File: config.mk
export PLATFORM = sky130hd
export DESIGN_NAME = int_exec_unit
export DESIGN_NICKNAME = d
export VERILOG_FILES = /design/src/source/int_unit_pkg.sv /design/src/source/int_alu_core.sv /design/src/source/int_exec_unit.sv /design/src/source/int_operand_decode.sv /design/src/source/int_result_stage.sv
export VERILOG_INCLUDE_DIRS = /design/src /design/src/include
export SDC_FILE = /design/constraint.sdc
export NUM_CORES = 2
export LEC_CHECK = 0
export BUFFER_PORTS_ARGS = -buffer_cell sky130_fd_sc_hd__buf_2
export CAP_MARGIN = 5
export CORE_ASPECT_RATIO = 1.5
export CORE_UTILIZATION = 30
export DETAILED_ROUTE_END_ITERATION = 6
export PLACE_DENSITY = 0.49
export SETUP_SLACK_MARGIN = 0.2
export SYNTH_ARGS = -nofsm -noshare
export SYNTH_HDL_FRONTEND = slang
export SYNTH_SLANG_ARGS = --single-unit
File: constraint.sdc
create_clock -name clk_i -period 0.8 [get_ports clk_i]
set_input_delay 0.08 -clock clk_i [delete_from_list [all_inputs] [get_ports clk_i]]
set_output_delay 0.08 -clock clk_i [all_outputs]
set_load 0.01 [all_outputs]
File: src/include/int_unit_params.svh
// ------------------------------------------------
// Widths and RV64I encoding constants of the
// integer execute unit, included by the package
// and by every module that uses them
// ------------------------------------------------
`ifndef INT_UNIT_PARAMS_SVH
`define INT_UNIT_PARAMS_SVH

// Datapath widths
`define XLEN        64
`define VADDR_W     40
`define REG_ADDR_W  5
`define IMM12_W     12
`define IMM20_W     20
`define SHAMT_W     6
`define WORD_W      32

// Major opcodes, bits 6:2 of the opcode field
`define OPC_LUI     5'b01101
`define OPC_AUIPC   5'b00101

// funct7 codes
`define F7_BASE     7'b0000000
`define F7_ALT      7'b0100000

// funct3 codes
`define F3_ADD      3'b000
`define F3_SLL      3'b001
`define F3_SLT      3'b010
`define F3_SLTU     3'b011
`define F3_XOR      3'b100
`define F3_SR       3'b101
`define F3_OR       3'b110
`define F3_AND      3'b111

// JAL/JALR link increment
`define LINK_OFFSET 4

`endif

File: src/source/int_unit_pkg.sv
// ------------------------------------------------
// Types shared by the integer execute unit and its
// testbench: field widths, the ALU op selector and
// the structs passed between the pipeline blocks
// ------------------------------------------------
`default_nettype none

`include "int_unit_params.svh"

package int_unit_pkg;

	// Field and datapath widths
	typedef logic [`XLEN-1:0]       xlen_t;
	typedef logic [`VADDR_W-1:0]    vaddr_t;
	typedef logic [`REG_ADDR_W-1:0] reg_addr_t;
	typedef logic [`IMM12_W-1:0]    imm12_t;
	typedef logic [`IMM20_W-1:0]    imm20_t;
	typedef logic [`SHAMT_W-1:0]    shamt_t;
	typedef logic [2:0]             funct3_t;
	typedef logic [6:0]             funct7_t;
	typedef logic [6:0]             opcode_t;

	// Operation picked by the decoder
	typedef enum logic [3:0] {
		ALU_ADD,
		ALU_SUB,
		ALU_SLL,
		ALU_SLT,
		ALU_SLTU,
		ALU_XOR,
		ALU_SRL,
		ALU_SRA,
		ALU_OR,
		ALU_AND,
		ALU_LUI,
		ALU_AUIPC,
		ALU_LINK,
		// Known class, bad funct7
		ALU_ILLEGAL,
		// Nothing to report
		ALU_NONE
	} alu_op_e;

	// One issued instruction
	typedef struct packed {
		logic      valid_inst;
		logic      is_word;
		logic      is_imm;
		logic      valid_opcode;
		logic      jal_valid;
		logic      jalr_valid;
		opcode_t   opcode;
		funct3_t   funct3;
		funct7_t   funct7;
		reg_addr_t rd;
		xlen_t     src1;
		xlen_t     src2;
		imm12_t    imm12;
		imm20_t    imm20;
		vaddr_t    pc;
	} issue_req_t;

	// Decoder to ALU core
	typedef struct packed {
		alu_op_e   op;
		logic      is_word;
		xlen_t     opa;
		xlen_t     opb;
		shamt_t    shamt;
		xlen_t     pc_ext;
		reg_addr_t rd;
		logic      jalr;
		vaddr_t    jalr_base;
		vaddr_t    jalr_off;
		logic      active;
	} exec_op_t;

	// ALU core to result stage
	typedef struct packed {
		xlen_t     raw;
		logic      sext_word;
		reg_addr_t rd;
		logic      active;
		logic      jalr;
		vaddr_t    jalr_target;
	} exec_res_t;

endpackage

`default_nettype wire
File: src/source/int_alu_core.sv
// ------------------------------------------------
// Processing block of the execute unit. Computes
// the raw result of the decoded operation plus the
// JALR target, all combinational
// ------------------------------------------------
`timescale 1ns/1ns
`default_nettype none

`include "int_unit_params.svh"

module int_alu_core (
	input  int_unit_pkg::exec_op_t  dec_op_i,
	output int_unit_pkg::exec_res_t alu_res_o
);
	import int_unit_pkg::*;

	xlen_t  sum;
	xlen_t  diff;
	xlen_t  sra_src;
	xlen_t  sra_res;
	xlen_t  link_val;
	xlen_t  raw;
	vaddr_t jalr_sum;
	logic   lt_s;
	logic   lt_u;

	// ------------------------------------------------
	// Shared arithmetic
	// ------------------------------------------------
	assign sum  = dec_op_i.opa + dec_op_i.opb;
	assign diff = dec_op_i.opa - dec_op_i.opb;
	assign lt_s = $signed(dec_op_i.opa) < $signed(dec_op_i.opb);
	assign lt_u = dec_op_i.opa < dec_op_i.opb;

	// Word SRA takes its sign from bit 31
	assign sra_src = dec_op_i.is_word ?
		{{(`XLEN-`WORD_W){dec_op_i.opa[`WORD_W-1]}}, dec_op_i.opa[`WORD_W-1:0]} :
		dec_op_i.opa;
	assign sra_res = xlen_t'($signed(sra_src) >>> dec_op_i.shamt);

	// Return address for JAL and JALR
	assign link_val = dec_op_i.pc_ext + xlen_t'(`LINK_OFFSET);

	// Target in 40-bit address space
	assign jalr_sum = dec_op_i.jalr_base + dec_op_i.jalr_off;

	// ------------------------------------------------
	// Result mux
	// ------------------------------------------------
	always_comb begin
		case (dec_op_i.op)
			ALU_ADD:   raw = sum;
			ALU_SUB:   raw = diff;
			ALU_SLL:   raw = dec_op_i.opa << dec_op_i.shamt;
			ALU_SLT:   raw = xlen_t'(lt_s);
			ALU_SLTU:  raw = xlen_t'(lt_u);
			ALU_XOR:   raw = dec_op_i.opa ^ dec_op_i.opb;
			ALU_SRL:   raw = dec_op_i.opa >> dec_op_i.shamt;
			ALU_SRA:   raw = sra_res;
			ALU_OR:    raw = dec_op_i.opa | dec_op_i.opb;
			ALU_AND:   raw = dec_op_i.opa & dec_op_i.opb;
			// opb holds the shifted U-immediate here
			ALU_LUI:   raw = dec_op_i.opb;
			ALU_AUIPC: raw = dec_op_i.pc_ext + dec_op_i.opb;
			ALU_LINK:  raw = link_val;
			// Illegal and none report zero
			default:   raw = '0;
		endcase
	end

	always_comb begin
		alu_res_o.raw       = raw;
		alu_res_o.sext_word = dec_op_i.is_word;
		alu_res_o.rd        = dec_op_i.rd;
		// Unknown opcode keeps rd but is not ready
		alu_res_o.active    = dec_op_i.active & (dec_op_i.op != ALU_NONE);
		alu_res_o.jalr      = dec_op_i.jalr;
		alu_res_o.jalr_target = dec_op_i.jalr ? {jalr_sum[`VADDR_W-1:1], 1'b0} : '0;
	end

endmodule

`default_nettype wire

File: src/source/int_exec_unit.sv
// ------------------------------------------------
// Top of the RV64I integer execute unit. Takes one
// decoded instruction per cycle and returns its
// registered result one cycle later
// ------------------------------------------------
`timescale 1ns/1ns
`default_nettype none

module int_exec_unit (
	input  logic                     clk_i,
	input  logic                     rst_n_i,
	input  int_unit_pkg::issue_req_t issue_i,
	output int_unit_pkg::xlen_t      result_o,
	output int_unit_pkg::reg_addr_t  rd_o,
	output logic                     ready_o,
	output int_unit_pkg::vaddr_t     jalr_addr_o,
	output logic                     jalr_ready_o
);
	import int_unit_pkg::*;

	exec_op_t  dec_op;
	exec_res_t alu_res;

	// Decode and ALU in the issue cycle
	int_operand_decode int_operand_decode_inst (
		.issue_i  (issue_i),
		.dec_op_o (dec_op)
	);

	int_alu_core int_alu_core_inst (
		.dec_op_i  (dec_op),
		.alu_res_o (alu_res)
	);

	// Registered toward writeback
	int_result_stage int_result_stage_inst (
		.clk_i        (clk_i),
		.rst_n_i      (rst_n_i),
		.alu_res_i    (alu_res),
		.result_o     (result_o),
		.rd_o         (rd_o),
		.ready_o      (ready_o),
		.jalr_addr_o  (jalr_addr_o),
		.jalr_ready_o (jalr_ready_o)
	);

endmodule

`default_nettype wire

File: src/source/int_operand_decode.sv
// ------------------------------------------------
// Input side of the execute unit. Maps the issued
// fields onto one ALU operation and prepares both
// operands, the shift amount and the JALR inputs
// ------------------------------------------------
`timescale 1ns/1ns
`default_nettype none

`include "int_unit_params.svh"

module int_operand_decode (
	input  int_unit_pkg::issue_req_t issue_i,
	output int_unit_pkg::exec_op_t   dec_op_o
);
	import int_unit_pkg::*;

	xlen_t   src1_prep;
	xlen_t   src2_prep;
	xlen_t   imm12_ext;
	xlen_t   imm12_prep;
	xlen_t   imm20_ext;
	funct7_t imm_f7;
	alu_op_e reg_op;
	alu_op_e imm_op;
	alu_op_e op_sel;
	logic    counted;
	logic    jump;

	// ------------------------------------------------
	// Operand preparation
	// ------------------------------------------------
	// Word forms see only the low 32 bits, zero extended
	assign src1_prep = issue_i.is_word ?
		{{(`XLEN-`WORD_W){1'b0}}, issue_i.src1[`WORD_W-1:0]} : issue_i.src1;
	assign src2_prep = issue_i.is_word ?
		{{(`XLEN-`WORD_W){1'b0}}, issue_i.src2[`WORD_W-1:0]} : issue_i.src2;

	assign imm12_ext  = {{(`XLEN-`IMM12_W){issue_i.imm12[`IMM12_W-1]}}, issue_i.imm12};
	assign imm12_prep = issue_i.is_word ?
		{{(`XLEN-`WORD_W){1'b0}}, imm12_ext[`WORD_W-1:0]} : imm12_ext;
	// U-type value, already placed at bit 12
	assign imm20_ext  = {{(`XLEN-`IMM20_W-12){issue_i.imm20[`IMM20_W-1]}}, issue_i.imm20, 12'b0};

	// Shift immediates carry shamt[5] in funct7 bit 0
	assign imm_f7  = {issue_i.funct7[6:1], 1'b0};
	assign jump    = issue_i.jal_valid | issue_i.jalr_valid;
	assign counted = jump | issue_i.valid_opcode | issue_i.valid_inst;

	// ------------------------------------------------
	// Operation select
	// ------------------------------------------------
	// R-type
	always_comb begin
		reg_op = ALU_ILLEGAL;
		if (issue_i.funct7 == `F7_BASE) begin
			case (issue_i.funct3)
				`F3_ADD:  reg_op = ALU_ADD;
				`F3_SLL:  reg_op = ALU_SLL;
				`F3_SLT:  reg_op = ALU_SLT;
				`F3_SLTU: reg_op = ALU_SLTU;
				`F3_XOR:  reg_op = ALU_XOR;
				`F3_SR:   reg_op = ALU_SRL;
				`F3_OR:   reg_op = ALU_OR;
				default:  reg_op = ALU_AND;
			endcase
		end else if (issue_i.funct7 == `F7_ALT) begin
			if (issue_i.funct3 == `F3_ADD)
				reg_op = ALU_SUB;
			else if (issue_i.funct3 == `F3_SR)
				reg_op = ALU_SRA;
		end
	end

	// I-type, funct7 only matters for shifts
	always_comb begin
		case (issue_i.funct3)
			`F3_ADD:  imm_op = ALU_ADD;
			`F3_SLT:  imm_op = ALU_SLT;
			`F3_SLTU: imm_op = ALU_SLTU;
			`F3_XOR:  imm_op = ALU_XOR;
			`F3_OR:   imm_op = ALU_OR;
			`F3_AND:  imm_op = ALU_AND;
			`F3_SLL:  imm_op = (imm_f7 == `F7_BASE) ? ALU_SLL : ALU_ILLEGAL;
			default: begin
				if (imm_f7 == `F7_BASE)
					imm_op = ALU_SRL;
				else if (imm_f7 == `F7_ALT)
					imm_op = ALU_SRA;
				else
					imm_op = ALU_ILLEGAL;
			end
		endcase
	end

	// Jumps first, then opcode-only, then ALU instructions
	always_comb begin
		if (jump)
			op_sel = ALU_LINK;
		else if (issue_i.valid_opcode) begin
			if (issue_i.opcode[6:2] == `OPC_LUI)
				op_sel = ALU_LUI;
			else if (issue_i.opcode[6:2] == `OPC_AUIPC)
				op_sel = ALU_AUIPC;
			else
				op_sel = ALU_NONE;
		end else if (issue_i.valid_inst)
			op_sel = issue_i.is_imm ? imm_op : reg_op;
		else
			op_sel = ALU_NONE;
	end

	// ------------------------------------------------
	// Packed result for the ALU core
	// ------------------------------------------------
	always_comb begin
		dec_op_o.op      = op_sel;
		// Word handling only on the plain ALU path
		dec_op_o.is_word = issue_i.valid_inst & issue_i.is_word &
			~jump & ~issue_i.valid_opcode;
		dec_op_o.opa     = src1_prep;
		if (issue_i.valid_opcode)
			dec_op_o.opb = imm20_ext;
		else
			dec_op_o.opb = issue_i.is_imm ? imm12_prep : src2_prep;
		// Register word shifts use src2[4:0]
		if (issue_i.is_imm)
			dec_op_o.shamt = issue_i.imm12[`SHAMT_W-1:0];
		else if (issue_i.is_word)
			dec_op_o.shamt = {1'b0, issue_i.src2[4:0]};
		else
			dec_op_o.shamt = issue_i.src2[`SHAMT_W-1:0];
		dec_op_o.pc_ext    = {{(`XLEN-`VADDR_W){issue_i.pc[`VADDR_W-1]}}, issue_i.pc};
		dec_op_o.rd        = counted ? issue_i.rd : '0;
		dec_op_o.jalr      = issue_i.jalr_valid;
		dec_op_o.jalr_base = issue_i.src1[`VADDR_W-1:0];
		dec_op_o.jalr_off  = imm12_ext[`VADDR_W-1:0];
		dec_op_o.active    = counted;
	end

	// Issue never sends both jump kinds at once
	always_comb begin
		a_jump_excl: assert final (!(issue_i.jal_valid && issue_i.jalr_valid))
			else $error("jal_valid and jalr_valid high together");
	end

endmodule

`default_nettype wire

File: src/source/int_result_stage.sv
// ------------------------------------------------
// Output side of the execute unit. Sign extends
// word results and holds everything in one register
// stage toward writeback
// ------------------------------------------------
`timescale 1ns/1ns
`default_nettype none

`include "int_unit_params.svh"

module int_result_stage (
	input  logic                     clk_i,
	input  logic                     rst_n_i,
	input  int_unit_pkg::exec_res_t  alu_res_i,
	output int_unit_pkg::xlen_t      result_o,
	output int_unit_pkg::reg_addr_t  rd_o,
	output logic                     ready_o,
	output int_unit_pkg::vaddr_t     jalr_addr_o,
	output logic                     jalr_ready_o
);
	import int_unit_pkg::*;

	xlen_t res_ext;

	// Word forms are sign extended from bit 31
	assign res_ext = alu_res_i.sext_word ?
		{{(`XLEN-`WORD_W){alu_res_i.raw[`WORD_W-1]}}, alu_res_i.raw[`WORD_W-1:0]} :
		alu_res_i.raw;

	// ------------------------------------------------
	// Writeback boundary register
	// ------------------------------------------------
	always_ff @(posedge clk_i or negedge rst_n_i) begin
		if (!rst_n_i) begin
			result_o     <= '0;
			rd_o         <= '0;
			ready_o      <= 1'b0;
			jalr_addr_o  <= '0;
			jalr_ready_o <= 1'b0;
		end else begin
			result_o     <= res_ext;
			rd_o         <= alu_res_i.rd;
			ready_o      <= alu_res_i.active;
			jalr_addr_o  <= alu_res_i.jalr_target;
			jalr_ready_o <= alu_res_i.jalr;
		end
	end

	// Target alignment comes from the ALU core
	a_jalr_align: assert property (@(posedge clk_i) disable iff (!rst_n_i)
		jalr_addr_o[0] == 1'b0)
		else $error("jalr_addr_o bit 0 set");

	// A JALR always writes its link value
	a_jalr_ready: assert property (@(posedge clk_i) disable iff (!rst_n_i)
		jalr_ready_o |-> ready_o)
		else $error("jalr_ready_o without ready_o");

endmodule

`default_nettype wire

Yosys cells after proc, flatten, opt, wreduce, memory -nomap -nowiden:

Cells that the tools add are included.

* register bits after elaboration: 111
* bits of input ports: 230
* output and inout bits: 111
* word-level logic and storage cells: 82

* multiplexer cells: 27
* add/subtract/negate cells: 5
* bitwise operators: 12
* eq/ne operators: 24
* reduce and logical (&&, ||, !) cells: 4
* order comparisons: 2
* shift operators: 3

Operators with widths (number)
* $pmux 64 s13: 1
* $mux 64: 7
* $add 64x64->64: 2
* $lt 64x64->1: 2
* $and 64x64->64: 1
* $or 64x64->64: 1
* $shl 64x6->64: 1
* $shr 64x6->64: 1
* $sshr 64x6->64: 1
* $sub 64x64->64: 1
* $xor 64x64->64: 1
* $pmux 4 s7: 2
* $mux 4: 12
* $add 40x4->41 const B: 1
* $add 40x40->40: 1
* $mux 40: 1
* $eq 4x4->1 const B: 5
* $eq 4x3->1 const B: 4
* $logic_not 7->1: 2
* $eq 3x3->1 const B: 4
* $mux 6: 2
* $eq 4x2->1 const B: 2
* $eq 7x6->1 const B: 1
* $eq 3x2->1 const B: 2
* 13 further kinds: 19

Longest topological paths before layout:

* depth in word-level cells: 12
* gate-level depth with buffers: 23
* gate-level depth less buffers: 18

Hierarchy:

From an unflattened synthesis, not the netlist that was laid out.

* cell total of the unflattened synthesis: 4612
* area total of the unflattened synthesis: 34109.0 um^2

Modules (own cells, without submodules)
* int_alu_core: cells an instance 4011, area an instance 28023.1 um^2, seq. area each 0.0 um^2, instances 1
* int_result_stage: cells an instance 150, area an instance 3306.9 um^2, seq. area each 2777.7 um^2, instances 1
* int_operand_decode: cells an instance 451, area an instance 2778.9 um^2, seq. area each 0.0 um^2, instances 1

Worst setup path before layout:

Ideal clock, no wire load.

* path type: input -> register
* from: input issue_i[225] (netlist name)
* to: register int_result_stage_inst.result_o[48]
* required time: 0.658 ns
* arrival: 4.761 ns
* slack: -4.103 ns
* buffers on the path: 7
* library setup time: 0.142 ns
* cell stages on the path: 23
* path through: buf_6 -> mux2_4 -> buf_6 -> buf_12 -> buf_12 -> buf_8 -> clkbuf_1 -> clkbuf_1 -> nand2b_1 -> inv_1 -> ha_1 -> fa_1 -> a211oi_1 -> o21ai_1 -> a211oi_1 -> o21ai_0 -> a2111oi_2 -> o31ai_1 -> and3_1 -> a41o_1 -> xor2_1 -> a221oi_1 -> o221ai_1

* longest elaborated chain between the ends: 7
* elaborated cells on any way between the ends: 31
* classes of those cells: add/sub (3); eq/ne (12); shift (3); mux (9); bitwise (3); reduce/logical (1)

RTL lines
* start, declared: RTL line int_exec_unit.sv:12 `input int_unit_pkg::issue_req_t issue_i,`
* branches (longest 5 deep; another with $add 64x64->64)
* $pmux 64 s13 (*): RTL line int_alu_core.sv:51 `case (dec_op_i.op)`
* $mux 64 (*): RTL line int_result_stage.sv:26 `assign res_ext = alu_res_i.sext_word ?`
* named net int_result_stage_inst.res_ext[48]: RTL line int_result_stage.sv:23 `xlen_t res_ext;`
* end signal, assigned: RTL line int_result_stage.sv:41 `result_o <= res_ext;`
* end, declared: RTL line int_result_stage.sv:15 `output int_unit_pkg::xlen_t result_o,`

Mark *: on every way through the listed nets, which the timed path passes.

Final worst setup path:

* from: input issue_i[71] (netlist name)
* to: register int_result_stage_inst.result_o[57]

* longest elaborated chain between the ends: 6
* elaborated cells on any way between the ends: 11
* classes of those cells: add/sub (3); mux (5); bitwise (3)

RTL lines
* $mux 64 (*): RTL line int_operand_decode.sv:39 `assign imm12_prep = issue_i.is_word ?`
* $mux 64 (*): RTL line int_operand_decode.sv:124 `dec_op_o.opb = issue_i.is_imm ? imm12_prep : src2_prep;`
* $mux 64 (*): RTL line int_operand_decode.sv:121 `if (issue_i.valid_opcode)`
* $add 64x64->64 (tied with other cells): RTL line int_alu_core.sv:64 `ALU_AUIPC: raw = dec_op_i.pc_ext + dec_op_i.opb;`
* $pmux 64 s13 (*): RTL line int_alu_core.sv:51
* $mux 64 (*): RTL line int_result_stage.sv:26
* named net int_result_stage_inst.res_ext[57]: RTL line int_result_stage.sv:23

The timed path passes the listed nets; every way through them passes the cells marked *.

==> metrics.md <==
| Metric | Value |
|---|---|
| Slew HR | 19.11% |
| Crit-path max FO | 19 |
| Average wire per standard cell | 31.57 um |
| Commonest non-fill, non-tap cell in the layout | buf_4 |
| Pwr per Cell Area | 1141 nW/um^2 |
| Status | finished, violations left |
| Netlist cell types | 107 |
| Violated checks | design-rule violations, negative hold slack, negative setup slack |
| Worst min path class | in2async |
| DRC | 40 |
| Routability cong. | 1.099 |
| CTS root buffer | clkbuf_16 |
| Cell count after synthesis | 4283 |
| Buf/Inv on CP | 9 |
| Yosys warnings | 0 |
| Seq/Total Area, Yosys | 9.110% |
| Fillers | 9761 |
| Pin count of the biggest net entering global routing | 113 |
| Routed Antenna Nets | 0 |
| Number of global-route vias before repair | 45280 |
| Fmax | 0.2474 GHz |
| Crit path cell chain | buf_8 > buf_12 > nand2_1 > buf_4 > nand2b_1 > buf_12 > o21a_2 > buf_4 > ha_1 > inv_1 > a21oi_1 > o31ai_1 > a21oi_1 > o22ai_1 > buf_4 > nand3b_1 > buf_4 > o2111ai_1 > buf_4 > o2111ai_1 > a211oi_2 > o221ai_1 |
| Most frequent cells in the layout | 1873 x buf_4, 413 x nand2_1, 322 x buf_2, 303 x nor2_1, 301 x a21oi_1 |
| Die height | 390.7 um |
| TritonCTS clock tree | yes |
| Setup crit end kind | flop |
| Global-route wire length before repair | 334.7 mm |
| Synth-to-layout area growth | 79.82% |
| Via density | 5.961 |
| Io pins | 341 |
| Iter 0 DRT Violations | 5080 |
| Syn_nets | 4817 |
| Commonest register cell after synthesis | dfrtp_1 |
| FF+latch count, synth | 110 |
| Die width | 261.1 um |
| Initial antenna violation count | 15 |
| PortBufs | 337 |
| Mapped Area | 30220 sq um |
| Placed instance area | 48170 sq um |
| Row cnt | 142 |
| Tot Pwr | 61.97 mW |
| Clock transition at path regs | 0.13 ns |
| CTS Buf Count | 9 |
| Detailed placer's ending HPWL | 203.3 mm |
| Ys async rst share | 100.0% |
| Max_cap viols | 0 |
| Core Footprint | 99850 sq um |
| Pre-antenna DRT Iters | 7 |
| Vias | 46120 |
| Clock tree buffer depth | 2 |
| Die Area | 102000 sq um |
| Hold_ws | -0.5254 ns |
| Period utilization | 505.3% |
| Final worst slack | -3.242 ns |
| Min Tclk post-route | 4.042 ns |
| Final Cell Area | 54330 sq um |
| CP peak stage delay | 0.35 ns |
| Sink Count | 110 |
| Total wire length | 244.3 mm |
| Final core area utilization | 54.41% |
| Final #Nets | 6964 |
| H-tree levels | 3 |
| Worst EP arrival | 4.36 ns |
| Mean Syn Cell Area | 7.055 sq um |
| CP max-delay cell | ha_1 |
| Most used cell, CP | buf_4 |
| Critical path type | in2reg |
| CP top delay family | compound AO/OA/AOI/OAI gates |
| Hold Fails Final Rpt | 110 |
| Place WS | -4.124 ns |
| Initial Util | 30.26% |
| Hold_buf cts | 5 |
| GR Overflow Total | 0 |
| Worst EP required | 1.11 ns |
| CP Launch Type | primary input |
| Peak VDD IR | 1175 uV |
| Final slew viol count | 0 |
| Slew @ Worst Pin | 1.203 ns |
| Total Routing Usage GR | 46.58% |
| EDFF count, synth | 0 |
| Static leakage | 25.95 nW |
| Unrepaired setup endpoints after global routing | yes |
| Final-report setup violation count | 218 |
| Layout cells sized above 1 | 48.89% |
layer usage:
| metal | track usage [%] | vias to the layer above | share of wire, % |
|---|---|---|---|
| met5 | 0 | - | 0.035 |
| met4 | 32.38 | 12 | 8.7 |
| met3 | 9.011 | 739 | 8.9 |
| met2 | 72.93 | 2590 | 44 |
| met1 | 56.92 | 22560 | 38 |
| li1 | - | 20220 | - |
Yosys cell counts, drive strengths merged (11+ instances only):
cell type	number	area share, %
a2111oi	22	0.73
a211oi	70	1.8
a21boi	17	0.42
a21o	80	2.0
a21oi	384	6.4
a221oi	50	1.4
a222oi	12	0.40
a22oi	37	0.94
a31oi	45	0.97
and2	59	1.2
and3	36	0.75
buf	124	2.4
clkbuf	185	2.3
dfrtp	110	9.1
ha	301	12
inv	213	2.6
mux2	37	1.4
mux2i	227	7.5
mux4	38	2.9
nand2	449	5.6
nand2b	63	1.3
nand3	114	1.9
nand4	58	1.3
nor2	330	4.1
nor2b	58	1.2
nor3	85	1.5
nor4	39	0.85
o2111ai	25	0.72
o211ai	66	1.6
o21a	58	1.4
o21ai	343	5.7
o21bai	40	0.99
o221ai	38	1.1
o22ai	64	1.3
o311ai	13	0.38
o31ai	28	0.71
o32ai	12	0.35
or2	21	0.43
or3	26	0.54
or4	11	0.27
xnor2	105	3.0
xor2	46	1.3
flip-flops by register name, summed over array words and instances, names as in the netlist:
name and cells:
int_result_stage_inst.jalr_addr_o 39, int_result_stage_inst.result_o 64, int_result_stage_inst.ready_o 1, int_result_stage_inst.rd_o 5, int_result_stage_inst.jalr_ready_o 1
how the worst max path moves through the flow:
stage / startpoint / to / slack [ns] / depth (start not counted)
after global routing: issue_i[218] / int_result_stage_inst.result_o[61] / -3.33 / 22
after floorplan: issue_i[225] / int_result_stage_inst.result_o[48] / -3.36 / 23
after CTS: issue_i[218] / int_result_stage_inst.result_o[57] / -3.08 / 20
after detailed placement: issue_i[218] / int_result_stage_inst.result_o[60] / -4.12 / 21
final: issue_i[71] / int_result_stage_inst.result_o[57] / -3.24 / 22
after global placement: issue_i[218] / int_result_stage_inst.result_o[60] / -4.11 / 21
cell families (layout without fill, tap and decap cells):
family	after synthesis	in the layout	synth area share (%)
AO/OA/AOI/OAI	1518	1518	33.02
AND/OR/NAND/NOR	1374	1374	21.64
buffers and inverters	523	2675	7.375
adder cells (fa/ha/maj)	304	304	12.66
multiplexers	302	302	11.81
XOR/XNOR	151	151	4.377
flip-flops	110	110	9.110
other	1	7	0.01241
what timing repair did:
item,4_1_cts,5_1_grt
resized for setup,650,273
setup endpoints to repair,219,219
hold endpoints to repair,115,110
pin swaps,167,133
buffers inserted,110,56
cloned,11,0
power by group:
group,switching (mW),leakage (nW),total [mW],internal (mW)
clock,3.41,0.151,5.95,2.54
combinational,27.3,24.4,49.7,22.5
sequential,0.194,1.37,6.29,6.09
total,30.9,25.9,62.0,31.1
area by class of cell:
cell class / instances / area (sq um) / area share, %
multi-input combinational: 3650 / 29200 / 53.74
timing repair buffer: 2445 / 19620 / 36.11
sequential: 110 / 2754 / 5.069
tap: 1296 / 1622 / 2.985
inverter: 214 / 812.0 / 1.495
clock buffer: 10 / 229.0 / 0.4214
clock inverter: 6 / 87.58 / 0.1612
antenna: 6 / 15.01 / 0.02763
stage by stage:
step | TNS, ns | instances
global route | -264.01 | 7733
detailed placement | -302.56 | 7533
floorplan | -223.24 | 4283
finish | -252.27 | 7737
CTS | -246.31 | 7675
global placement | -300.93 | 7533
No activity file was read; power rests on OpenSTA's default activity.
